### config.mk
export PLATFORM = sky130hd
export DESIGN_NAME = uart_tx
export DESIGN_NICKNAME = d
export VERILOG_FILES = /design/src/design/uart_io_pkg.sv /design/src/design/uart_tx.sv
export SDC_FILE = /design/constraint.sdc
export NUM_CORES = 1
export LEC_CHECK = 0
export ABC_AREA = 0
export BUFFER_PORTS_ARGS = -buffer_cell sky130_fd_sc_hd__buf_2
export CAP_MARGIN = 20
export CORE_ASPECT_RATIO = 0.9
export CORE_MARGIN = 4
export CORE_UTILIZATION = 55
export CTS_BUF_LIST = sky130_fd_sc_hd__clkbuf_8 sky130_fd_sc_hd__clkbuf_16
export DETAILED_ROUTE_END_ITERATION = 8
export MAX_ROUTING_LAYER = met4
export PLACE_DENSITY = 0.77
export RECOVER_POWER = 100
export SLEW_MARGIN = 40
export SYNTH_ARGS = -nofsm -noshare
export SYNTH_HDL_FRONTEND = slang
export SYNTH_SLANG_ARGS = --single-unit
### constraint.sdc
create_clock -name clk -period 8.39 [get_ports clk]
set_input_delay 1.2585 -clock clk [delete_from_list [all_inputs] [get_ports clk]]
set_output_delay 1.2585 -clock clk [all_outputs]
set_load 0.005 [all_outputs]
### src/design/uart_io_pkg.sv
`default_nettype none

package uart_io_pkg;

	// word addresses on the I/O bus, byte address bits [15:2]
	localparam logic [13:0] ADR_OUTC = 14'h3F00;
	localparam logic [13:0] ADR_FULL = 14'h3F01;
	localparam logic [13:0] ADR_TERM = 14'h3F02;
	localparam logic [13:0] ADR_RXCH = 14'h3F03;

	// divisor reset values, one per init_uart setting
	// 100 MHz clock at 921600 bps
	localparam logic [15:0] TERM_RESET_0 = 16'd109;
	// 50 MHz clock at 921600 bps
	localparam logic [15:0] TERM_RESET_1 = 16'd54;
	// 50 MHz clock at 9600 bps
	localparam logic [15:0] TERM_RESET_2 = 16'd5208;
	// 48 MHz clock at 9600 bps
	localparam logic [15:0] TERM_RESET_3 = 16'd5000;

	// transmit FIFO depth unless the top level overrides it
	localparam int FIFO_DEPTH_DEFAULT = 4;

	// transmitter FSM
	typedef enum logic [1:0] {
		TX_IDLE,
		TX_START,
		TX_DATA,
		TX_STOP
	} tx_state_t;

	// receiver FSM
	typedef enum logic [1:0] {
		RX_IDLE,
		RX_START,
		RX_DATA,
		RX_STOP
	} rx_state_t;

endpackage

`default_nettype wire

### src/design/uart_tx.sv
`default_nettype none
`timescale 1ns/1ps

module uart_tx (
	input  logic        clk,
	input  logic        rst_n,
	input  logic [15:0] term,
	input  logic [7:0]  tx_data,
	input  logic        tx_empty,
	output logic        tx_pop,
	output logic        txd
);

	uart_io_pkg::tx_state_t state;

	logic [15:0] cnt;
	logic [2:0]  bit_idx;
	logic [7:0]  shift;
	logic        period_end;
	logic        start_frame;

	// new byte only from idle
	assign start_frame = (state == uart_io_pkg::TX_IDLE) && !tx_empty;
	assign tx_pop      = start_frame;
	assign period_end  = (cnt == term - 16'd1);

	always_ff @(posedge clk) begin
		if (start_frame) begin
			shift <= tx_data;
		end else if (state == uart_io_pkg::TX_DATA && period_end) begin
			shift <= {1'b0, shift[7:1]};
		end
	end

	always_ff @(posedge clk or negedge rst_n) begin
		if (!rst_n) begin
			state   <= uart_io_pkg::TX_IDLE;
			cnt     <= 16'd0;
			bit_idx <= 3'd0;
			txd     <= 1'b1;
		end else begin
			cnt <= period_end ? 16'd0 : cnt + 16'd1;
			case (state)
				uart_io_pkg::TX_IDLE: begin
					cnt <= 16'd0;
					txd <= 1'b1;
					if (start_frame) begin
						state <= uart_io_pkg::TX_START;
						txd   <= 1'b0;
					end
				end
				uart_io_pkg::TX_START: begin
					if (period_end) begin
						state   <= uart_io_pkg::TX_DATA;
						bit_idx <= 3'd0;
						txd     <= shift[0];
					end
				end
				uart_io_pkg::TX_DATA: begin
					if (period_end) begin
						if (bit_idx == 3'd7) begin
							state <= uart_io_pkg::TX_STOP;
							txd   <= 1'b1;
						end else begin
							bit_idx <= bit_idx + 3'd1;
							// next bit before the shift lands
							txd     <= shift[1];
						end
					end
				end
				default: begin
					txd <= 1'b1;
					if (period_end) begin
						state <= uart_io_pkg::TX_IDLE;
					end
				end
			endcase
		end
	end

endmodule

`default_nettype wire

==> out/metrics.cfg <==
[run_status]
status=complete, no violations

[synthesis]
synth_cell_type_count=51
synth-compound-area-share_pct=11.5
yosys_warnings=0
seq_area_frac_synth_pct=38.4
netlist_top_cells_count=27 x nor2_1, 21 x dfrtp_1, 21 x xnor2_1
syn_inst=212
ys_ff_latch=30
synthMuxAreaShare_pct=6.86
synth_top_area_share_pct=25.5
synth_top_family_by_area=simple AND/OR/NAND/NOR gates
syn_avg_cell_area_um2=9.73
synth_fp_nets=247
synth_fa_ha_area_share_pct=4.85
yosys.area.top_type=dfrtp_1
synth_edf_count=8
yosysMostFrequentCell=nor2_1
synthTopCellsByArea=dfrtp_1 25%, edfxtp_1 12%, xnor2_1 8.9%
synthSimpleGateAreaFrac_pct=22.0
synthArstFlopShare_pct=73.3
synthFlopType=dfrtp_1
synthesis.area_um2=2060
synth_xor_area_share_pct=14.0

[detailed_routing]
wire_per_inst_um=14.5
antenna_left=0
drtIter0Drc=53
routed_wl_mm=4.19
viasPerCell=5.69
drc_errors=0
vias=1645
drt_pass1_iterations=4

[layout]
instances_no_fill=289
fin_area_um2=2310
regArea_um2=792
multi_input_area_um2=1190
area.growth.synth_to_final_pct=12.0
fillCellCount=308
antenna_cells=0
nets=279
drive_above_1_share_pct=18.0
final_core_util_pct=65.9

[pwr]
ir_drop_uv=192
powerDensity_nw_per_um2=220
p_leak_nw=0.964

[worst_setup_path]
startpoint_type=primary input
cp_max_fo=10
cp_num_cells=8
crit_chain=clkbuf_1 > or4_1 > or3_1 > a2111oi_0 > a311oi_1 > nor4_1 > nand2_2 > o22ai_1
crit_type=primary input to register
critical_path_buf_inv_count=1
cp_top_family=simple AND/OR/NAND/NOR gates
critPathRequiredTime_ns=8.30
slowest_delay_ns=0.67
critPathCaptureType=register
crit_arrival_ns=4.54
r2r-start=cnt[13]$_DFF_PN0_
slowest_stage=nor4_1
r2r_cells=7
cp-startpoint=term[8]

[timing]
slew_headroom_pct=20.3
tightest_slew_ns=1.20
grt_setup_unrepaired=false
final_max_slew_viol_count=0
fmax_mhz=216
finalSetupViolations=0
period_share_pct=55.2
hold_violations=0
fin_skew_ns=0.00671
fin_setup_tns_ns=0
final.min_clock_period_ns=4.63

[clock_tree]
cts.sink_count=30
cts_made_buffers=5
clk_path_buf_depth=2
cts_tree=done
ctsResizeCount=0
cts_htree_levels=2
clk_latency_ns=0.29
path_clk_slew_ns=0.06
clockRootBuffer=clkbuf_8
cts_hold_buffers=0
cts_setup_buffers=0

[placed_design]
finalWeightedCongestion=0.809
dpl_cell_area_um2=2240
io_buffers=28
dp_hpwl_mm=3.22
placed_cells=281

[floorplan]
ioPinCount=29
rows=20
fp.dieH_um=66.1
core-area_um2=3500
initial_core_util_pct=58.9
die_x_um=72.5
die-area_um2=4790

[global_route]
grt_pass1_wl_mm=7.29
busiest_layer=met2
grt_use_total_pct=20.2
use_met2_pct=28.7
overflow=0
grt_pass1_vias=1608
grt_max_degree=23
met3_usage_pct=5.02
grt_use_met1_pct=27.5
antenna_found_initial=0

[min_path]
min_from=bit_idx[2]$_DFFE_PN0P_
hold_class=register to register
hold_path_depth=1

[job]
cap_violations=0

[power by group]
group	switching, mW	internal (mW)	leakage [nW]
sequential	0.0266	0.182	0.371
clock	0.0566	0.0873	0.0579
combinational	0.0853	0.0706	0.535
total	0.168	0.340	0.964
[per-stage QoR]
step | hold WS [ns] | total power, mW | setup WS (ns)
global route | 0.559 | 0.546 | 3.40
finish | 0.538 | 0.509 | 3.76
floorplan | 0.493 | 0.328 | 4.26
CTS | 0.544 | 0.518 | 4.15
detailed placement | 0.522 | 0.374 | 3.84
global placement | 0.521 | 0.372 | 3.94
[cells in the final DEF (no fill, tap or decap), drive strengths merged, types with 4 or more instances in the layout]
master	instances
nor4	4
dfrtp	21
inv	8
o21ai	7
nor3	6
nand2	8
nor2b	4
buf	24
nor2	27
nand3	17
clkbuf	9
xor2	12
nand4	5
edfxtp	8
mux2i	4
a22o	4
and3	5
ha	8
xnor2	21
mux2	9
[sequential cells by signal, indices dropped and copies added (netlist names)]
| register | cells |
|---|---|
| bit_idx | 3 |
| cnt | 16 |
| shift | 8 |
| state | 2 |
| txd | 1 |
[worst register-to-register path, cell delays in order (launching register included)]
cell and delay [ns]:
dfrtp_1 0.42, xnor2_1 0.16, or3_1 0.33, a2111oi_0 0.45
a311oi_1 0.12, nor4_1 0.67, nand2_2 0.22, o22ai_1 0.63
[logic make-up after synthesis]
family                   Yosys count
multiplexers                      13
XOR/XNOR                          33
AO/OA/AOI/OAI                     31
flip-flops                        30
adder cells (fa/ha/maj)            8
buffers and inverters             11
AND/OR/NAND/NOR                   86
[layout make-up]
cell class,instances,area share (%)
Tap cell,44,2.38
Sequential cell,30,34.3
Clock inverter,3,1.73
Multi-Input combinational cell,171,51.5
Timing Repair Buffer,28,5.85
Clock buffer,5,2.98
Inverter,8,1.30
[final timing paths]
kind | end | slack [ns]
worst max-delay path | shift[4]$_DFFE_PP_ | 3.76
worst min-delay path | bit_idx[2]$_DFFE_PN0P_ | 0.54
worst max register to register | shift[4]$_DFFE_PP_ | 5.01
worst min register to register | bit_idx[2]$_DFFE_PN0P_ | 0.54
max in group asynchronous | state[0]$_DFFE_PN0P_ | 6.48
min in group asynchronous | cnt[0]$_DFF_PN0_ | 1.19
[per-layer routing]
layer / part of all wire (%) / wire length [um]
met1: 51 / 2140
met2: 42 / 1760
met3: 4.6 / 193
met4: 2.1 / 87
met5: 0 / 0
(Power assumes the default switching activity.)
