===== config.mk =====
export PLATFORM = sky130hd
export DESIGN_NAME = uart_rx
export DESIGN_NICKNAME = d
export VERILOG_FILES = /design/src/design/uart_io_pkg.sv /design/src/design/uart_rx.sv
export SDC_FILE = /design/constraint.sdc
export NUM_CORES = 1
export LEC_CHECK = 0
export BUFFER_PORTS_ARGS = -buffer_cell sky130_fd_sc_hd__clkbuf_2
export CAP_MARGIN = 20
export CORE_ASPECT_RATIO = 2
export CORE_UTILIZATION = 38
export CTS_CLUSTER_DIAMETER = 100
export CTS_CLUSTER_SIZE = 30
export DETAILED_ROUTE_END_ITERATION = 10
export PLACE_DENSITY_LB_ADDON = 0.08
export SYNTH_ARGS = -nofsm -noshare
export SYNTH_HDL_FRONTEND = slang
export SYNTH_SLANG_ARGS = --single-unit

===== constraint.sdc =====
create_clock -name clk -period 3.8 [get_ports clk]
set_input_delay 1.14 -clock clk [delete_from_list [all_inputs] [get_ports clk]]
set_output_delay 1.14 -clock clk [all_outputs]
set_load 0.05 [all_outputs]

===== src/design/uart_io_pkg.sv =====
`default_nettype none

package uart_io_pkg;

	// word addresses on the I/O bus, byte address bits [15:2]
	localparam logic [13:0] ADR_OUTC = 14'h3F00;
	localparam logic [13:0] ADR_FULL = 14'h3F01;
	localparam logic [13:0] ADR_TERM = 14'h3F02;
	localparam logic [13:0] ADR_RXCH = 14'h3F03;

	// divisor reset values, one per init_uart setting
	// 100 MHz clock at 921600 bps
	localparam logic [15:0] TERM_RESET_0 = 16'd109;
	// 50 MHz clock at 921600 bps
	localparam logic [15:0] TERM_RESET_1 = 16'd54;
	// 50 MHz clock at 9600 bps
	localparam logic [15:0] TERM_RESET_2 = 16'd5208;
	// 48 MHz clock at 9600 bps
	localparam logic [15:0] TERM_RESET_3 = 16'd5000;

	// transmit FIFO depth unless the top level overrides it
	localparam int FIFO_DEPTH_DEFAULT = 4;

	// transmitter FSM
	typedef enum logic [1:0] {
		TX_IDLE,
		TX_START,
		TX_DATA,
		TX_STOP
	} tx_state_t;

	// receiver FSM
	typedef enum logic [1:0] {
		RX_IDLE,
		RX_START,
		RX_DATA,
		RX_STOP
	} rx_state_t;

endpackage

`default_nettype wire


===== src/design/uart_rx.sv =====
`default_nettype none
`timescale 1ns/1ps

module uart_rx (
	input  logic        clk,
	input  logic        rst_n,
	input  logic [15:0] term,
	input  logic        rxd,
	output logic [7:0]  rout,
	output logic        rout_en
);

	uart_io_pkg::rx_state_t state;

	logic        rxd_meta;
	logic        rxd_sync;
	logic        rxd_prev;
	logic [15:0] cnt;
	logic [2:0]  bit_idx;
	logic [15:0] half;
	logic        half_end;
	logic        period_end;

	assign half       = {1'b0, term[15:1]};
	assign half_end   = (cnt == half - 16'd1);
	assign period_end = (cnt == term - 16'd1);

	// line idles high
	always_ff @(posedge clk or negedge rst_n) begin
		if (!rst_n) begin
			rxd_meta <= 1'b1;
			rxd_sync <= 1'b1;
			rxd_prev <= 1'b1;
		end else begin
			rxd_meta <= rxd;
			rxd_sync <= rxd_meta;
			rxd_prev <= rxd_sync;
		end
	end

	// data bits arrive LSB first
	always_ff @(posedge clk) begin
		if (state == uart_io_pkg::RX_DATA && period_end) begin
			rout <= {rxd_sync, rout[7:1]};
		end
	end

	always_ff @(posedge clk or negedge rst_n) begin
		if (!rst_n) begin
			state   <= uart_io_pkg::RX_IDLE;
			cnt     <= 16'd0;
			bit_idx <= 3'd0;
			rout_en <= 1'b0;
		end else begin
			rout_en <= 1'b0;
			cnt     <= cnt + 16'd1;
			case (state)
				uart_io_pkg::RX_IDLE: begin
					cnt <= 16'd0;
					if (rxd_prev && !rxd_sync) begin
						state <= uart_io_pkg::RX_START;
					end
				end
				uart_io_pkg::RX_START: begin
					// recheck mid start bit, glitches go back to idle
					if (half_end) begin
						cnt     <= 16'd0;
						bit_idx <= 3'd0;
						state   <= rxd_sync ? uart_io_pkg::RX_IDLE : uart_io_pkg::RX_DATA;
					end
				end
				uart_io_pkg::RX_DATA: begin
					if (period_end) begin
						cnt     <= 16'd0;
						bit_idx <= bit_idx + 3'd1;
						if (bit_idx == 3'd7) begin
							state <= uart_io_pkg::RX_STOP;
						end
					end
				end
				default: begin
					if (period_end) begin
						// framing error drops the byte
						rout_en <= rxd_sync;
						state   <= uart_io_pkg::RX_IDLE;
					end
				end
			endcase
		end
	end

endmodule

`default_nettype wire


==> impl_results.rst, run 1 <==
.. list-table::
   :header-rows: 1

   * - Metric
     - Value
   * - Initial antenna violation count
     - 0
   * - Post-CTS Setup Repair Bufs
     - 0
   * - Power Density
     - 426.0 nW/um^2
   * - Number of gates resized after cts
     - 0
   * - Setup crit end kind
     - flop
   * - CP top delay family
     - simple AND/OR/NAND/NOR gates
   * - Setup Crit Path Kind
     - input pin to flop
   * - Leading cell types by total area after synthesis
     - dfrtp_1 (22%), xor2_1 (9.6%), edfxtp_1 (9.4%)
   * - Critical-path maximum fanout
     - 8
   * - Number of inserted diodes
     - 0
   * - Fraction of the mapped netlist area in simple logic gates
     - 28.26%
   * - Cell taking the most area after synthesis
     - dfrtp_1
   * - Overall routing resource usage
     - 20.31%
   * - Worst-skew pair later-pin latency
     - 280 ps
   * - WL final
     - 6537 um
   * - Worst Tran Pin Value
     - 647.6 ps
   * - H-tree levels
     - 2
   * - Hold/Removal Path Class
     - flop to flop
   * - Result of the run
     - complete, no violations
   * - Final clock skew
     - 6.699 ps
   * - Total congestion overflow
     - 0
   * - TritonCTS clock tree
     - yes
   * - Cell chain of the critical path
     - clkbuf_2 -> inv_1 -> ha_1 -> or3b_2 -> nor3_1 -> a31oi_1 -> a2111oi_4 -> nand2_1 -> nor2_2 -> buf_12
   * - Number of global-route vias before repair
     - 2166
   * - Number of port buffers
     - 27
   * - Predominant post-synthesis flop cell
     - dfrtp_1
   * - First-pass GRT wire length
     - 10540 um
   * - Initial core utilization
     - 38.90%
   * - Post-CTS Hold Fix Bufs
     - 0
   * - Synth Warn #
     - 0
   * - Power share of the sequential group
     - 38.6%
   * - Highest-count cells in the layout ignoring fill and taps
     - xor2_1 (28), clkbuf_2 (27), xnor2_1 (24), dfrtp_1 (22)
   * - Netlist area before placement
     - 2555 um^2
   * - Most frequent standard cell in the layout excluding fill and tap cells
     - xor2_1
   * - Maximum number of pins on one net before global-route repair
     - 26
   * - Complex-gate fraction of the synthesized area
     - 8.668%
   * - Post-synthesis cell count
     - 274
   * - Arithmetic-cell share of the synthesized area counting full adders, half adders and majority gates
     - 2.449%
   * - Worst ir drop on vdd
     - 300.8 uV
   * - Switching fraction of total power
     - 31.52%
   * - Clock buffers created by TritonCTS
     - 5
   * - Cell Rows
     - 42
   * - Internal power
     - 0.0008880 W
   * - Number of max-slew violations in the final report
     - 0
   * - Maximum buffer depth of the clock tree
     - 2
   * - Placeable core region
     - 6569 um^2
   * - Dominant combinational cell family by area after synthesis
     - simple AND/OR/NAND/NOR gates
   * - Arrival time at the worst endpoint
     - 3570 ps
   * - Hold Fails Final Rpt
     - 0
   * - DRC viols
     - 0
   * - Estimated wirelength of the detail-placed design
     - 5114 um
   * - RSZ-0062 raised after global routing
     - no
   * - Flip-flop and latch count after synthesis
     - 33
   * - Asr flop ratio synth
     - 75.76%
   * - Die footprint
     - 7075 um^2
   * - Highest cell delay on the worst timing path
     - 480 ps
   * - Number of nets in the layout
     - 333
   * - Cell variety after synth
     - 52
   * - Tot Pwr
     - 0.001297 W
   * - Power spent charging and discharging nets
     - 0.0004088 W
   * - Synth Net Count
     - 298
   * - Top-area cell type share of the netlist area
     - 21.55%
   * - Register clock-pin slew on the reported worst setup and hold paths
     - 50 ps
   * - Ratio of routed vias to standard cells
     - 5.545
   * - # IOs
     - 28
   * - Part of the total power dissipated in the clock network
     - 34.2%
   * - Number of max-cap violations
     - 0
   * - Worst relative slew slack
     - 56.82%
   * - Final weighted congestion of routability-driven global placement
     - 0.8857
   * - Number of enable-type register cells in the synthesized netlist
     - 8
   * - Number of failing setup endpoints in the final timing report
     - 0
   * - CP max stage cell
     - or3b_2
   * - Vias post-DR
     - 2207
   * - Achievable Freq
     - 279.9 MHz
   * - Critical Path Start Type
     - input pin
   * - Post-synthesis to final-layout area growth
     - 19.15%
   * - Synthesized-area fraction occupied by xor and xnor cells
     - 17.83%
   * - Violation count after the first detailed-routing iteration
     - 131
   * - Remaining antenna violation count after routing
     - 0
   * - Die Y
     - 118.0 um
   * - First-pass iteration count of the detailed router
     - 5
   * - Min Tclk post-route
     - 3572 ps
   * - Filler-free cell count of the finished design
     - 398
   * - Mean instance size in the synthesized netlist
     - 9.325 um^2
   * - Layout cell share with drive strength beyond 1
     - 24.52%
   * - P_leak
     - 1.232 nW
   * - X dimension of the die
     - 59.98 um
   * - Cell chosen for the clock root
     - clkbuf_16
   * - Final Cycle Share
     - 94.01%
   * - Relative contribution of combinational cells to total power
     - 27.3%
   * - Number of sinks handled by clock tree synthesis
     - 33
   * - Final routed wire length divided by cell count
     - 16.42 um
   * - Post-synthesis mux area share
     - 2.742%
   * - Post-Place Cells
     - 390
   * - WP data required
     - 3790 ps
   * - Buffer and inverter count on the worst path
     - 3
   * - Sequential element share of the synthesized area
     - 34.04%
power groups by stage:
| stage | sequential [W] | combinational (W) | clock [W] |
|---|---|---|---|
| 6_report | 0.000500 | 0.000353 | 0.000443 |
| 5_1_grt | 0.000512 | 0.000397 | 0.000469 |
| 2_1_floorplan | 0.000436 | 0.000328 | 0 |
| 3_5_place_dp | 0.000507 | 0.000353 | 0 |
| 4_1_cts | 0.000501 | 0.000356 | 0.000460 |
| 3_3_place_gp | 0.000508 | 0.000351 | 0 |
final cells by class:
class	instances	area [um^2]
fillers	654	3525
multi-input cells	213	1534
flip-flops and latches	33	869.6
repair buffers	50	345.3
clock buffers	6	128.9
well taps	88	110.1
clock inverters	2	33.78
inverters	6	22.52
final timing paths:
check	start	end	slack, ps	cells after the start
hold reg to reg	rxd_meta$_DFF_PN1_	rxd_sync$_DFF_PN1_	350	0
min in group asynchronous	rst_n	cnt[11]$_DFF_PN0_	880	1
max in group asynchronous	rst_n	cnt[2]$_DFF_PN0_	2490	1
hold / removal	rxd_meta$_DFF_PN1_	rxd_sync$_DFF_PN1_	350	0
setup reg to reg	cnt[9]$_DFF_PN0_	rout[0]$_DFFE_PP_	1240	8
setup / recovery	term[0]	rout[0]$_DFFE_PP_	230	10
stage by stage:
stage | cell area, um^2 | worst slack (ps) | hold WS (ps) | setup TNS, ps | util, %
floorplan | 2557 | 27.00 | 345.2 | 0 | -
global placement | 2882 | -28.22 | 346.1 | -224.8 | 43.87
detailed placement | 2882 | -24.21 | 348.8 | -192.6 | 43.87
CTS | 3044 | 266.0 | 351.9 | 0 | 46.34
global route | 3044 | 107.4 | 351.1 | 0 | 46.34
finish | 3044 | 227.5 | 350.9 | 0 | 46.34
logic make-up (layout without fill, tap and decap cells):
group	count (synthesis)	in the layout
compound gates	28	28
xor+xnor	52	52
fa+ha+maj	5	5
buf+inv	28	64
flops	33	33
mux	7	7
simple gates	121	121
worst reg2reg max path: cells and delay by family, from the launching register on:
| family | cells | cell delay (ps) |
|---|---|---|
| and+or+nand+nor | 3 | 920 |
| DFF | 1 | 490 |
| AOI/OAI and AO/OA | 2 | 480 |
| muxes | 2 | 250 |
| buffers and inverters | 1 | 140 |
per-layer routing:
layer	vias up	global-route usage, %	part of all wire, %
li1	1047	-	-
met1	1082	20.34	35
met2	64	38.33	59
met5	-	0	0
met4	0	10.03	3.8
met3	14	2.198	2.8
synth_stat cells (3+ instances only):
master	number
dfstp_2	3
nand2_1	12
edfxtp_1	8
nor2_1	17
nor3b_1	4
buf_2	5
nor4b_1	3
inv_1	6
clkbuf_1	12
nand2b_1	7
ha_1	5
xnor2_1	24
nor2b_1	4
dfrtp_1	22
and3_1	4
buf_6	3
mux2i_1	7
a211oi_1	4
a31oi_1	4
nor3_1	20
nand4_1	6
nand3_1	17
nor4_1	5
nor3_2	4
o21ai_0	4
xor2_1	28
a21oi_1	3
o221ai_1	3
state kept, by name (all words and copies together) (netlist names):
name	count
cnt	16
rout	8
rxd_sync	1
rxd_prev	1
bit_idx	3
rout_en	1
state	2
rxd_meta	1
No activity file was read; power rests on OpenSTA's default activity.
==> run 2, diff against run 1 <==
- CORE_UTILIZATION: 38 -> 59
==> run 2 against run 1 <==
Sequential cell count stayed put. Die area fell by 35%. Sequential power shrank 0.8%. Global-route usage rose by 6.2 points. Final area shrank 5.4%. Routed wire length is 14% lower. Critical path type unchanged.
==> impl_results.rst, run 2 (synthesis results as in run 1) <==
.. list-table::
   :header-rows: 1

   * - Metric
     - Value
   * - Result of the run
     - complete, no violations
   * - Number of failing setup endpoints in the final timing report
     - 0
   * - Power Density
     - 378.4 nW/um^2
   * - Post-CTS Hold Fix Bufs
     - 0
   * - Final routed wire length divided by cell count
     - 15.72 um
   * - TritonCTS clock tree
     - yes
   * - Estimated wirelength of the detail-placed design
     - 4432 um
   * - Number of sinks handled by clock tree synthesis
     - 33
   * - Clock buffers created by TritonCTS
     - 5
   * - Post-CTS Setup Repair Bufs
     - 0
   * - Total congestion overflow
     - 0
   * - Post-synthesis to final-layout area growth
     - 12.73%
   * - Number of inserted diodes
     - 0
   * - Highest-count cells in the layout ignoring fill and taps
     - xor2_1 (28), clkbuf_2 (27), xnor2_1 (24), dfrtp_1 (22), nor3_1 (20)
   * - Arrival time at the worst endpoint
     - 3470 ps
   * - Number of flip-flops under the largest register name
     - 16
   * - Register clock-pin slew on the reported worst setup and hold paths
     - 70 ps
   * - Remaining antenna violation count after routing
     - 0
   * - Final weighted congestion of routability-driven global placement
     - 0.9574
   * - Achievable Freq
     - 287.5 MHz
   * - P_leak
     - 1.176 nW
   * - Register bank with the most flops
     - cnt
   * - Number of port buffers
     - 27
   * - Worst-skew pair later-pin latency
     - 290 ps
   * - Worst relative slew slack
     - 60.50%
   * - Maximum buffer depth of the clock tree
     - 2
   * - Violation count after the first detailed-routing iteration
     - 31
   * - Tot Pwr
     - 0.001090 W
   * - First-pass iteration count of the detailed router
     - 4
   * - WP data required
     - 3790 ps
   * - Layout cell share with drive strength beyond 1
     - 24.18%
   * - Most frequent standard cell in the layout excluding fill and tap cells
     - xor2_1
   * - Vias post-DR
     - 2127
   * - Largest regs
     - cnt: 16 flops, rout: 8 flops, bit_idx: 3 flops
   * - Min Tclk post-route
     - 3479 ps
   * - X dimension of the die
     - 48.53 um
   * - Placeable core region
     - 4129 um^2
   * - Die footprint
     - 4613 um^2
   * - H-tree levels
     - 2
   * - Initial core utilization
     - 61.88%
   * - Worst Tran Pin Value
     - 592.5 ps
   * - Final Cycle Share
     - 91.54%
   * - Cell Rows
     - 33
   * - Ratio of routed vias to standard cells
     - 5.941
   * - WL final
     - 5629 um
   * - Cell chosen for the clock root
     - clkbuf_8
   * - Overall routing resource usage
     - 26.53%
   * - Number of gates resized after cts
     - 0
   * - Number of max-cap violations
     - 0
   * - Worst ir drop on vdd
     - 397.2 uV
   * - # IOs
     - 28
   * - Total negative slack for setup checks
     - 0 ps
   * - Setup Crit Path Kind
     - input pin to flop
   * - Filler Cell Count
     - 359
   * - DRC viols
     - 0
   * - Maximum number of pins on one net before global-route repair
     - 26
   * - Minimum hold slack
     - 346.8 ps
   * - Die Y
     - 95.06 um
   * - Critical-path maximum fanout
     - 8
   * - Number of max-slew violations in the final report
     - 0
   * - Initial antenna violation count
     - 0
   * - Critical Path Start Type
     - input pin
   * - Final core area utilization
     - 69.76%
   * - First-pass GRT wire length
     - 9087 um
   * - Number of nets in the layout
     - 329
   * - Number of global-route vias before repair
     - 2078
   * - Hold/Removal Path Class
     - flop to flop
   * - Hold Fails Final Rpt
     - 0
   * - Final clock skew
     - 9.180 ps
   * - RSZ-0062 raised after global routing
     - no
   * - Setup crit end kind
     - flop
run 2: changes by cell type in the layout (fill, tap and decap cells not counted), sizes merged:
cell / before / now
clkinv: 1 / 2
clkinvlp: 0 / 1
buf: 23 / 19
bufinv: 1 / 0
clkbuf: 33 / 32
run 2: worst paths after layout:
| path | from | end | slack [ps] | cells past startpoint |
|---|---|---|---|---|
| max | term[1] | rout[2]$_DFFE_PP_ | 320 | 10 |
| max in group asynchronous | rst_n | rout_en$_DFF_PN0_ | 2560 | 1 |
| min reg2reg | rxd_meta$_DFF_PN1_ | rxd_sync$_DFF_PN1_ | 350 | 0 |
| max reg2reg | cnt[9]$_DFF_PN0_ | rout[2]$_DFFE_PP_ | 1240 | 8 |
| min | rxd_meta$_DFF_PN1_ | rxd_sync$_DFF_PN1_ | 350 | 0 |
| min in group asynchronous | rst_n | cnt[8]$_DFF_PN0_ | 850 | 1 |
run 2: critical path: stages:
cell and delay (ps):
clkbuf_2 100, inv_1 80, ha_1 200, or3b_2 500, nor3_1 340, a31oi_1 230, a2111oi_4 460, nand2_1 150
nor2_2 100, buf_4 170
run 2: layout make-up:
type	count	area (um^2)	area share (%)
Clock buffer	5	68.82	2.389
Inverter	6	22.52	0.7819
Tap cell	52	65.06	2.259
Timing Repair Buffer	46	302.8	10.51
Multi-Input combinational cell	213	1534	53.26
Sequential cell	33	869.6	30.19
Clock inverter	3	17.52	0.6082
run 2: where the power goes:
part	switching (W)	internal [W]	leakage (nW)
Sequential	0.0000889	0.000407	0.390
Clock	0.000124	0.000126	0.0439
Combinational	0.000172	0.000172	0.742
Total	0.000385	0.000705	1.18
run 2: metal layers:
| layer | part of all wire (%) | vias up | routed length (um) | global-route usage [%] |
|---|---|---|---|---|
| li1 | - | 1037 | - | - |
| met1 | 36 | 1011 | 2030 | 23.95 |
| met2 | 53 | 50 | 2968 | 49.77 |
| met3 | 2.2 | 29 | 124 | 2.711 |
| met4 | 9.0 | 0 | 505 | 26.23 |
| met5 | 0 | - | 0 | 0 |
run 2: metrics by stage:
stage / area [um^2] / std cells / worst slack (ps)
after floorplan: 2557 / 274 / 27.00
after global placement: 2794 / 350 / 132.7
after detailed placement: 2794 / 350 / 35.82
after CTS: 2880 / 358 / 318.4
after global routing: 2880 / 358 / 124.6
final: 2880 / 358 / 321.5
