### src/design/uart_tx_fifo.sv
`default_nettype none
`timescale 1ns/1ps

module uart_tx_fifo #(
	parameter int DEPTH = 4
) (
	input  logic       clk,
	input  logic       rst_n,
	input  logic       push,
	input  logic [7:0] push_data,
	input  logic       pop,
	output logic [7:0] pop_data,
	output logic       full,
	output logic       empty
);

	localparam int PTR_W = (DEPTH > 1) ? $clog2(DEPTH) : 1;
	localparam int CNT_W = $clog2(DEPTH + 1);

	logic [7:0]       mem [DEPTH];
	logic [PTR_W-1:0] wr_ptr;
	logic [PTR_W-1:0] rd_ptr;
	logic [CNT_W-1:0] count;
	logic             do_push;
	logic             do_pop;

	assign full     = (count == CNT_W'(DEPTH));
	assign empty    = (count == '0);
	assign do_push  = push && !full;
	assign do_pop   = pop && !empty;
	assign pop_data = mem[rd_ptr];

	always_ff @(posedge clk) begin
		if (do_push) begin
			mem[wr_ptr] <= push_data;
		end
	end

	// pointers wrap at DEPTH, which need not be a power of two
	always_ff @(posedge clk or negedge rst_n) begin
		if (!rst_n) begin
			wr_ptr <= '0;
			rd_ptr <= '0;
			count  <= '0;
		end else begin
			if (do_push) begin
				wr_ptr <= (wr_ptr == PTR_W'(DEPTH - 1)) ? '0 : wr_ptr + 1'b1;
			end
			if (do_pop) begin
				rd_ptr <= (rd_ptr == PTR_W'(DEPTH - 1)) ? '0 : rd_ptr + 1'b1;
			end
			case ({do_push, do_pop})
				2'b10:   count <= count + 1'b1;
				2'b01:   count <= count - 1'b1;
				default: count <= count;
			endcase
		end
	end

endmodule

`default_nettype wire

### config.mk
export PLATFORM = sky130hd
export DESIGN_NAME = uart_tx_fifo
export DESIGN_NICKNAME = d
export VERILOG_FILES = /design/src/design/uart_tx_fifo.sv
export SDC_FILE = /design/constraint.sdc
export NUM_CORES = 1
export LEC_CHECK = 0
export BUFFER_PORTS_ARGS = -buffer_cell sky130_fd_sc_hd__buf_2
export CAP_MARGIN = 10
export CELL_PAD_IN_SITES_DETAIL_PLACEMENT = 1
export CELL_PAD_IN_SITES_GLOBAL_PLACEMENT = 1
export CORE_MARGIN = 1
export CORE_UTILIZATION = 46
export CTS_CLUSTER_SIZE = 40
export DETAILED_ROUTE_END_ITERATION = 8
export PLACE_DENSITY = 0.72
export SETUP_SLACK_MARGIN = 0.5
export SKIP_LAST_GASP = 1
export SLEW_MARGIN = 10
export SYNTH_ARGS = -nofsm -noshare
export SYNTH_HDL_FRONTEND = slang
export SYNTH_SLANG_ARGS = --single-unit
### constraint.sdc
create_clock -name clk -period 5.7 [get_ports clk]
set_input_delay 0.57 -clock clk [delete_from_list [all_inputs] [get_ports clk]]
set_output_delay 0.57 -clock clk [all_outputs]
set_load 0.05 [all_outputs]
==> results by group, run 1 <==
Drt
  – WL met3: 168 um
  – DR vias: 781
  – Metal-1 WL: 1.04 mm
  – 1st-pass router iterations: 4
  – Post-DRT Antenna Nets: 0
  – Drt initial violations: 30
  – Routed length per instance: 16.3 um
  – Detailed-route vias per instance: 5.01
  – Routed Wire Length: 2.54 mm
  – DR WL met2: ~1.3 mm
  – Top Metal Used: met4
  – DRC viols: 0

Placement
  – Gpl congestion: about 0.71
  – I/O Buffers: 21
  – Placed Cells: around 150
  – Placed Instance Area: 1770 um^2
  – Post-DP HPWL: about 1.8 mm

Synthesis
  – Netlist cell types: 19
  – Synth Area per Inst: a little under 20 um^2
  – Post-Syn Area: 1610 um^2
  – Area contributors post-synth: edfxtp_1 60%, mux4_2 11%, dfrtp_1 11%, ha_1 4.7%, and3_2 1.9%
  – Synth Instances: 83
  – Synth top area share: 59.6%
  – Seq cells post-synth: 39
  – Syn Nets: 102
  – Sequential share of the synthesized area: 70.5%
  – Syn. warnings: 0
  – Biggest area consumer among synthesized cells: edfxtp_1

GRT
  – Grt ovf: 0
  – Initial antenna violation count: 0
  – Vias in the first global route: 763
  – First-pass GRT wire length: about 4.0 mm
  – Largest net degree at the start of global routing: 13
  – Total GRT Usage: between 10% and 20%

STA
  – Highest achievable clock rate: slightly above 400 MHz
  – Max Slew Vio Count: 0
  – RSZ-0062 raised after global routing: false
  – Crit share post-route: between 40% and 50%
  – Hold violation count in the final report: 0
  – Setup violators final: 0
  – Setup_tns: 0 ns
  – Slew HR: around three fifths
  – Worst Skew: 0.00993 ns
  – Transition time of the tightest slew-check pin: 0.609 ns
  – Tmin final: 2.47 ns

Setup path
  – Crit-path max FO: 11
  – Worst R2R Setup Slack: 3.48 ns
  – R2r endpoint: count[2]$_DFFE_PN0P_
  – CP max-delay cell: dfrtp_1
  – Kind of critical path: flip-flop to output port
  – Crit path required time: 5.13 ns
  – Kind of end point of the critical path: output port
  – Crit path launch type: flip-flop
  – Worst-case reg-to-reg path depth: 9
  – Slowest cell delay on critical path: roughly 0.75 ns
  – Crit path DAT: around 1.9 ns
  – Worst path cell trace: mux4_2 -> buf_2
  – Reg-to-reg startpoint: count[0]$_DFFE_PN0P_

Pwr
  – Leakage: 0.731 nW
  – Worst IR Drop VDD: between 0.0002 and 0.00025 V
  – Cell area power density: 573 nW/um^2

Finish
  – Design Area, Final: about 1800 um^2
  – # diodes: 0
  – Layout cells sized above 1: 41.8%
  – Fin cells: 156
  – Filler instances: 314
  – Layout Nets: 128
  – Synth-to-layout area growth: 14.3%

Clocking
  – Post_cts resized: 0
  – Longest Clk Path Bufs: 2
  – Worst-Skew Late Latency: 0.35 ns
  – Root Driver: clkbuf_4
  – Clk pin slew, worst setup/hold paths: 0.11 ns
  – Num CTS Buffers: 5
  – CTS Sinks: 39
  – Hold_buf cts: 0
  – CTS tree: built
  – Setup bufs post-CTS: 0
  – CTS HTree Levels: 2

Die
  – Initial core utilization: 48.3%
  – Die Wd: roughly 60 um
  – Die area: 3740 um^2
  – Core Area: about 3300 um^2
  – Die Y: 61.2 um
  – Row count: 21
  – I/O pins: 22

Flow run
  – # Max-Cap Violations: 0

Run status
  – Status: completed

Worst hold path
  – Hold WC Path Type: input pin to async pin
-- through the flow --
step	setup slack [ns]	total power, mW	hold slack [ns]	util (%)
after CTS	3.18	1.07	0.0214	55.2
after floorplan	2.99	0.796	0.274	-
after detailed placement	3.50	0.891	0.418	52.9
final	3.23	1.05	0.0329	55.2
after global placement	3.49	0.877	0.416	52.9
after global routing	3.09	1.12	0.0226	55.2
-- kinds of logic after synthesis --
group,after synthesis,synth area share (%)
DFF,39,70.5
muxes,13,15.1
and+or+nand+nor,11,4.50
buffers and inverters,10,2.41
adders and majority gates,7,5.90
xor gates and xnor gates,3,1.63
-- state kept, by name, summed over array words and instances (netlist names) --
register	cells
wr_ptr	2
mem	32
count	3
rd_ptr	2
-- worst max path at each step --
stage                     slack, ns                    to  cells past startpoint                  start
final                          3.23           pop_data[3]                      2  rd_ptr[0]$_DFFE_PN0P_
after global placement         3.49  count[2]$_DFFE_PN0P_                      9   count[0]$_DFFE_PN0P_
after CTS                      3.18           pop_data[0]                      2  rd_ptr[0]$_DFFE_PN0P_
after detailed placement       3.50  count[2]$_DFFE_PN0P_                      9   count[0]$_DFFE_PN0P_
after floorplan                2.99  count[2]$_DFFE_PN0P_                      9   count[0]$_DFFE_PN0P_
after global routing           3.09           pop_data[6]                      2  rd_ptr[0]$_DFFE_PN0P_
-- critical path: cells and delay by family (launching register included) --
kind                   cells  cell delay, ns
buffers and inverters      1            0.22
flip-flops                 1            0.75
multiplexers               1            0.58
-- routing by layer --
| layer | track usage (%) | vias up |
|---|---|---|
| li1 | - | 365 |
| met1 | 20.4 | 389 |
| met2 | 25.0 | 23 |
| met3 | 6.93 | 4 |
| met4 | 9.74 | 0 |
| met5 | 0 | - |
-- report_power, final --
part	internal, mW	switching (mW)
clock network	0.0902	0.0867
registers	0.385	0.0635
logic	0.164	0.265
-- placed cells by master (no fill, tap or decap), drive strengths merged --
cell / n
mux4: 8
xnor2: 1
dfrtp: 7
mux2: 4
nand2b: 1
bufinv: 1
nor3: 1
edfxtp: 32
inv: 8
or3b: 1
fa: 1
clkbuf: 5
nor2: 3
ha: 6
xor2: 2
buf: 21
and3: 4
clkinv: 2
mux2i: 1
and2: 1
-- Yosys cell counts --
| cell type | n |
|---|---|
| mux2_4 | 2 |
| buf_1 | 1 |
| dfrtp_1 | 7 |
| buf_2 | 1 |
| mux2_2 | 2 |
| nor3_1 | 1 |
| mux2i_1 | 1 |
| inv_1 | 8 |
| and2_4 | 1 |
| xor2_1 | 2 |
| xnor2_1 | 1 |
| mux4_2 | 8 |
| edfxtp_1 | 32 |
| and3_2 | 4 |
| nand2b_1 | 1 |
| fa_1 | 1 |
| or3b_4 | 1 |
| ha_1 | 6 |
| nor2_1 | 3 |
-- final cells by class --
cell class                 count  area (um^2)  area share (%)
tap                           46         57.6            3.12
clock inverter                 3         38.8            2.11
inverter                       8         30.0            1.63
multi-input combinational     34          437            23.7
sequential                    39         1140            61.7
timing repair buffer          21          105            5.71
clock buffer                   5         37.5            2.04
(Power assumes the default switching activity.)
==> inputs of run 2 (changes only) <==
--- a/config.mk
+++ b/config.mk
@@ -10,10 +10,10 @@
 export CELL_PAD_IN_SITES_DETAIL_PLACEMENT = 1
 export CELL_PAD_IN_SITES_GLOBAL_PLACEMENT = 1
 export CORE_MARGIN = 1
-export CORE_UTILIZATION = 46
+export CORE_UTILIZATION = 43
 export CTS_CLUSTER_SIZE = 40
 export DETAILED_ROUTE_END_ITERATION = 8
-export PLACE_DENSITY = 0.72
+export PLACE_DENSITY = 0.71
 export SETUP_SLACK_MARGIN = 0.5
 export SKIP_LAST_GASP = 1
 export SLEW_MARGIN = 10
==> constraint.sdc (replaced) <==
create_clock -name clk -period 1.99 [get_ports clk]
set_input_delay 0.199 -clock clk [delete_from_list [all_inputs] [get_ports clk]]
set_output_delay 0.199 -clock clk [all_outputs]
set_load 0.05 [all_outputs]
==> run 2 against run 1 <==
Via count grew 9.7%. Core utilization grew 6.0 points. Register-to-register slack lost 3.5 ns. Combinational power grew to 4.4 times the previous value. Largest power group is now combinational cells. Sequential power grew to 2.8 times the previous value. Non-clock buffer count grew 17. Highest routed layer unchanged. Critical path type is now flip-flop to flip-flop. Sequential share of layout area shrank 8.0 points. Die area grew 6.7%. Global-route usage shrank 0.13 points.
==> results by group, run 2 (same netlist as run 1, synthesis figures left out) <==
Run status
  – Status: completed

STA
  – Transition time of the tightest slew-check pin: about 0.43 ns
  – Slew HR: 71.6%
  – Max Slew Vio Count: 0
  – Highest achievable clock rate: 505 MHz
  – Tmin final: 1.98 ns
  – Crit share post-route: 99.5%
  – Worst Skew: 0.00340 ns
  – Final hold slack: about 0.13 ns
  – Setup violators final: 0
  – RSZ-0062 raised after global routing: true
  – Hold violation count in the final report: 0

Clocking
  – CTS tree: built
  – Clk pin slew, worst setup/hold paths: 0.07 ns
  – Worst-Skew Late Latency: 0.28 ns
  – CTS Sinks: 39
  – Root Driver: clkbuf_8
  – Num CTS Buffers: 5
  – CTS HTree Levels: 2
  – Longest Clk Path Bufs: 2

Finish
  – Largest register FFs: 32
  – Layout Nets: ~150
  – Footprint of the multi-input gates: 478 um^2
  – Reg area: 1140 um^2
  – Reg with most FFs: mem
  – # diodes: 0
  – Commonest non-fill, non-tap cell in the layout: edfxtp_1
  – Most frequent cells in the layout: 32 x edfxtp_1, 13 x buf_6, 11 x buf_2
  – Fin cells: 173
  – Layout cells sized above 1: 55.9%
  – Design Area, Final: 2120 um^2
  – Synth-to-layout area growth: 31.8%
  – Filler instances: 331
  – Final core utilization: roughly 61%
  – Regs by FF count: mem (32), count (3)

GRT
  – Grt met3 use: approximately 6.2%
  – Largest net degree at the start of global routing: 12
  – M1 GR Usage: 18.8%
  – Initial antenna violation count: 0
  – Most Crowded Layer GR: met2
  – M2 GR Usage: 28.9%
  – Grt ovf: 0
  – First-pass GRT wire length: 4.72 mm
  – Total GRT Usage: 16.6%
  – Vias in the first global route: 920

Worst hold path
  – Hold WC Path Type: input pin to flip-flop
  – Min-delay src: push_data[6]

Die
  – Die Y: between 60 and 70 um
  – Core Area: 3470 um^2
  – Die Wd: roughly 63 um
  – Die area: 4000 um^2
  – I/O pins: 22
  – Row count: 21
  – Initial core utilization: 46.5%

Setup path
  – Worst setup endpoint: count[2]$_DFFE_PN0P_
  – Crit-path max FO: 2
  – Crit path required time: approximately 2.2 ns
  – Worst path cell trace: or3b_4 -> and2_4 -> inv_2 -> ha_4 -> inv_2 -> fa_2 -> xor2_1 -> nor2_1 -> xor2_1
  – Reg-to-reg startpoint: count[1]$_DFFE_PN0P_
  – CP max-delay cell: or3b_4
  – Crit path DAT: 2.19 ns
  – Slowest cell delay on critical path: 0.40 ns
  – Kind of end point of the critical path: flip-flop
  – Critical Path Source: count[1]$_DFFE_PN0P_
  – Kind of critical path: flip-flop to flip-flop
  – Worst-case reg-to-reg path depth: 9
  – Worst R2R Setup Slack: 0.01 ns
  – R2r endpoint: count[2]$_DFFE_PN0P_
  – Crit path launch type: flip-flop

Drt
  – Detailed-route vias per instance: 4.95
  – 1st-pass router iterations: 4
  – Drt initial violations: 33
  – Post-DRT Antenna Nets: 0
  – Routed length per instance: approximately 17 um
  – Routed Wire Length: roughly 3.0 mm
  – DRC viols: 0
  – DR vias: ~860

Pwr
  – Clock share of power: ~14%
  – Switching Fraction: 37.6%
  – Pint: 2.26 mW
  – Combinational power share: 51.7%
  – Leakage: between 0.8 and 0.9 nW
  – Worst IR Drop VDD: 0.000744 V
  – Switching power: 1.36 mW
  – Sequential Power Share: between 30 and 40%
  – Cell area power density: around 1700 nW/um^2

Placement
  – I/O Buffers: 21
  – Post-DP HPWL: just under 2 mm
  – Placed Instance Area: around 1800 um^2
  – Gpl congestion: between 0.6 and 0.7
  – Placed Cells: between 150 and 200

Flow run
  – # Max-Cap Violations: 0
-- run 2: cell count changes in the layout (fill, tap and decap cells not counted), moves of 4 or more --
cell      previous run  this run
buf_2               21        11
buf_4                0        10
buf_6                0        13
clkbuf_4             5         0
clkbuf_8             0         5
inv_1                8         4
-- run 2: cell type report --
type                       instances  share of cell area, %
clock inverter                     1                  0.236
clock buffer                       7                   3.59
multi-input combinational         34                   22.5
timing repair buffer              38                   15.6
tap                               46                   2.71
sequential                        39                   53.7
inverter                           8                   1.65
-- run 2: critical path, delay by kind of cell (launching register included) --
kind | cells | cell delay (ns)
adders and majority gates | 2 | 0.44
xor gates and xnor gates | 2 | 0.30
DFF | 1 | 0.39
buffers and inverters | 2 | 0.08
and+or+nand+nor | 3 | 0.68
-- run 2: metal layers --
metal	routed length, um	vias up
met3	103	3
met2	1630	16
met5	0	-
met4	29	0
met1	1200	439
li1	-	399
-- run 2: power by group through the flow --
stage | sequential (mW) | combinational, mW | clock [mW]
4_1_cts | 1.24 | 1.68 | 0.519
3_3_place_gp | 1.28 | 1.35 | 0
5_1_grt | 1.27 | 1.99 | 0.553
6_report | 1.24 | 1.87 | 0.503
2_1_floorplan | 1.20 | 1.13 | 0
3_5_place_dp | 1.30 | 1.39 | 0
-- run 2: worst min-delay path by stage --
stage / endpoint / cells past startpoint
after floorplan: count[0]$_DFFE_PN0P_ / 0
after global placement: rd_ptr[0]$_DFFE_PN0P_ / 1
after detailed placement: count[1]$_DFFE_PN0P_ / 1
after CTS: mem[0][3]$_DFFE_PP_ / 1
after global routing: mem[3][3]$_DFFE_PP_ / 1
final: mem[2][6]$_DFFE_PP_ / 1
-- run 2: per-stage QoR --
step	power (mW)	worst slack, ns	TNS (ns)
2_1_floorplan	2.33	-0.0371	-0.0559
3_3_place_gp	2.63	0.0416	0
3_5_place_dp	2.69	-0.0374	-0.0374
4_1_cts	3.44	0.00592	0
5_1_grt	3.81	-0.0674	-0.0674
6_report	3.61	0.0105	0
-- run 2: timing repair --
action,in CTS,in global routing
endpoints found under the setup margin,43,47
buffers inserted,4,7
hold buffers,1,0
gates resized for setup,23,15
pin swaps,6,6
endpoints found under the hold margin,7,0
==> inputs of run 3 (changes only) <==
--- a/config.mk
+++ b/config.mk
@@ -13,8 +13,9 @@
 export CORE_UTILIZATION = 43
 export CTS_CLUSTER_SIZE = 40
 export DETAILED_ROUTE_END_ITERATION = 8
-export PLACE_DENSITY = 0.71
+export PLACE_DENSITY = 0.73
 export SETUP_SLACK_MARGIN = 0.5
+export SKIP_CTS_REPAIR_TIMING = 1
 export SKIP_LAST_GASP = 1
 export SLEW_MARGIN = 10
 export SYNTH_ARGS = -nofsm -noshare
==> run 3 against run 2 <==
The flow now finishes with violations (setup timing). Global-route usage down 1.0 points. Fmax shrank 1.4%. Flip-flop and latch count is the same. Sequential share of layout area fell by 0.19 points. Critical path depth unchanged. Critical path type unchanged. Largest cell class unchanged.
==> results by group, run 3 (same netlist as run 1, synthesis figures left out) <==
Setup path
  – CP max-delay cell: dfrtp_1
  – Crit path required time: 2.21 ns
  – Worst R2R Setup Slack: -0.02 ns
  – Kind of end point of the critical path: flip-flop
  – Buf/Inv on CP: 2
  – Crit path DAT: roughly 2.2 ns
  – Slowest cell delay on critical path: 0.41 ns
  – Crit-path max FO: 2
  – Critical Path Most Common Cell: xor2_1
  – Worst path cell trace: or3b_4 -> and2_4 -> inv_4 -> ha_4 -> inv_2 -> fa_2 -> xor2_1 -> nor2_1 -> xor2_1
  – Crit path launch type: flip-flop
  – Delay-heaviest family, CP: simple AND/OR/NAND/NOR gates
  – Kind of critical path: flip-flop to flip-flop

Clocking
  – Longest Clk Path Bufs: 2
  – CTS HTree Levels: 2
  – Root Driver: clkbuf_8
  – CTS Sinks: 39
  – Num CTS Buffers: 5
  – Worst-Skew Late Latency: approximately 0.30 ns
  – CTS tree: built
  – Clk pin slew, worst setup/hold paths: around 0.080 ns

Die
  – I/O pins: 22
  – Initial core utilization: a little under half
  – Die Y: between 60 and 70 um
  – Row count: 21
  – Core Area: 3470 um^2
  – Die area: between 3000 and 4000 um^2
  – Die Wd: 63.2 um

Worst hold path
  – Hold WC Path Type: input pin to flip-flop

Pwr
  – Cell area power density: 1750 nW/um^2
  – Total power: between 3 and 4 mW
  – Leakage: between 0.8 and 0.9 nW
  – Worst IR Drop VDD: 0.00100 V

STA
  – Setup WS post-layout: -0.0184 ns
  – Slew HR: 71.0%
  – Highest achievable clock rate: 498 MHz
  – Worst Skew: between 0.007 and 0.008 ns
  – Transition time of the tightest slew-check pin: about 0.43 ns
  – Hold violation count in the final report: 0
  – RSZ-0062 raised after global routing: true
  – Setup violators final: 1
  – Tmin final: ~2.0 ns
  – Max Slew Vio Count: 0
  – Crit share post-route: 101%

Drt
  – Detailed-route vias per instance: 5.06
  – Post-DRT Antenna Nets: 0
  – 1st-pass router iterations: 4
  – Routed Wire Length: 3.16 mm
  – Routed length per instance: 18.5 um
  – DRC viols: 0
  – Drt initial violations: 12
  – DR vias: 866

Finish
  – # diodes: 0
  – Most frequent cells in the layout: 32 x edfxtp_1, 12 x buf_2, 10 x buf_6
  – Layout cells sized above 1: 56.8%
  – Fin cells: 171
  – Regs by FF count: mem (32), count (3)
  – Largest register FFs: 32
  – Reg with most FFs: mem
  – Design Area, Final: 2130 um^2
  – Layout Nets: 143
  – Commonest non-fill, non-tap cell in the layout: edfxtp_1
  – Final core utilization: 61.4%
  – Synth-to-layout area growth: 32.2%

Placement
  – I/O Buffers: 21
  – Placed Instance Area: around 1800 um^2
  – Pre-CTS setup slack: -0.0223 ns
  – Placed Cells: 153
  – Gpl congestion: 0.659
  – Post-DP HPWL: 1.87 mm

GRT
  – Largest net degree at the start of global routing: 14
  – Initial antenna violation count: 0
  – Vias in the first global route: 895
  – Total GRT Usage: 15.6%
  – First-pass GRT wire length: 4.33 mm
  – Grt ovf: 0

Run status
  – Status: finished with violations
  – Violated checks: setup timing

Flow run
  – # Max-Cap Violations: 0
run 3: cell count changes in the layout (fill, tap and decap cells not counted), sizes merged:
| cell | delta |
|---|---|
| buf | -2 |
| clkinv | +1 |
| bufinv | +1 |
| clkbuf | -2 |
run 3: layout make-up:
cell class                      count  area (um^2)
Sequential cell                    39         1140
Clock inverter                      3         43.8
Clock buffer                        5         68.8
Inverter                            8         32.5
Timing Repair Buffer               36          310
Tap cell                           46         57.6
Multi-Input combinational cell     34          478
Fill cell                         327         1340
run 3: worst paths after layout:
kind | startpoint | endpoint | cells past startpoint
min in group asynchronous | rst_n | count[1]$_DFFE_PN0P_ | 2
min reg2reg | wr_ptr[1]$_DFFE_PN0P_ | wr_ptr[1]$_DFFE_PN0P_ | 1
max | count[1]$_DFFE_PN0P_ | count[2]$_DFFE_PN0P_ | 9
max in group asynchronous | rst_n | rd_ptr[0]$_DFFE_PN0P_ | 2
max reg2reg | count[1]$_DFFE_PN0P_ | count[2]$_DFFE_PN0P_ | 9
min | push_data[0] | mem[1][0]$_DFFE_PP_ | 1
run 3: routing by layer:
metal / share of wire, % / wire length, um / track usage [%] / vias up
li1: - / - / - / 391
met1: 41 / 1300 / 17.8 / 451
met2: 54 / 1710 / 25.8 / 18
met3: 3.0 / 94 / 5.43 / 6
met4: 1.8 / 57 / 7.67 / 0
met5: 0 / 0 / 0 / -
run 3: power breakdown:
| group | internal [mW] | total [mW] | switching, mW |
|---|---|---|---|
| Clock | 0.373 | 0.664 | 0.291 |
| Sequential | 1.11 | 1.25 | 0.133 |
| Combinational | 0.856 | 1.83 | 0.972 |
run 3: per-stage QoR:
step                      setup TNS (ns)  hold WS (ns)
after detailed placement         -0.0223        0.0442
final                            -0.0184         0.109
after global routing              -0.111         0.104
after global placement                 0        0.0396
after floorplan                  -0.0559       -0.0966
after CTS                         -0.796        -0.277
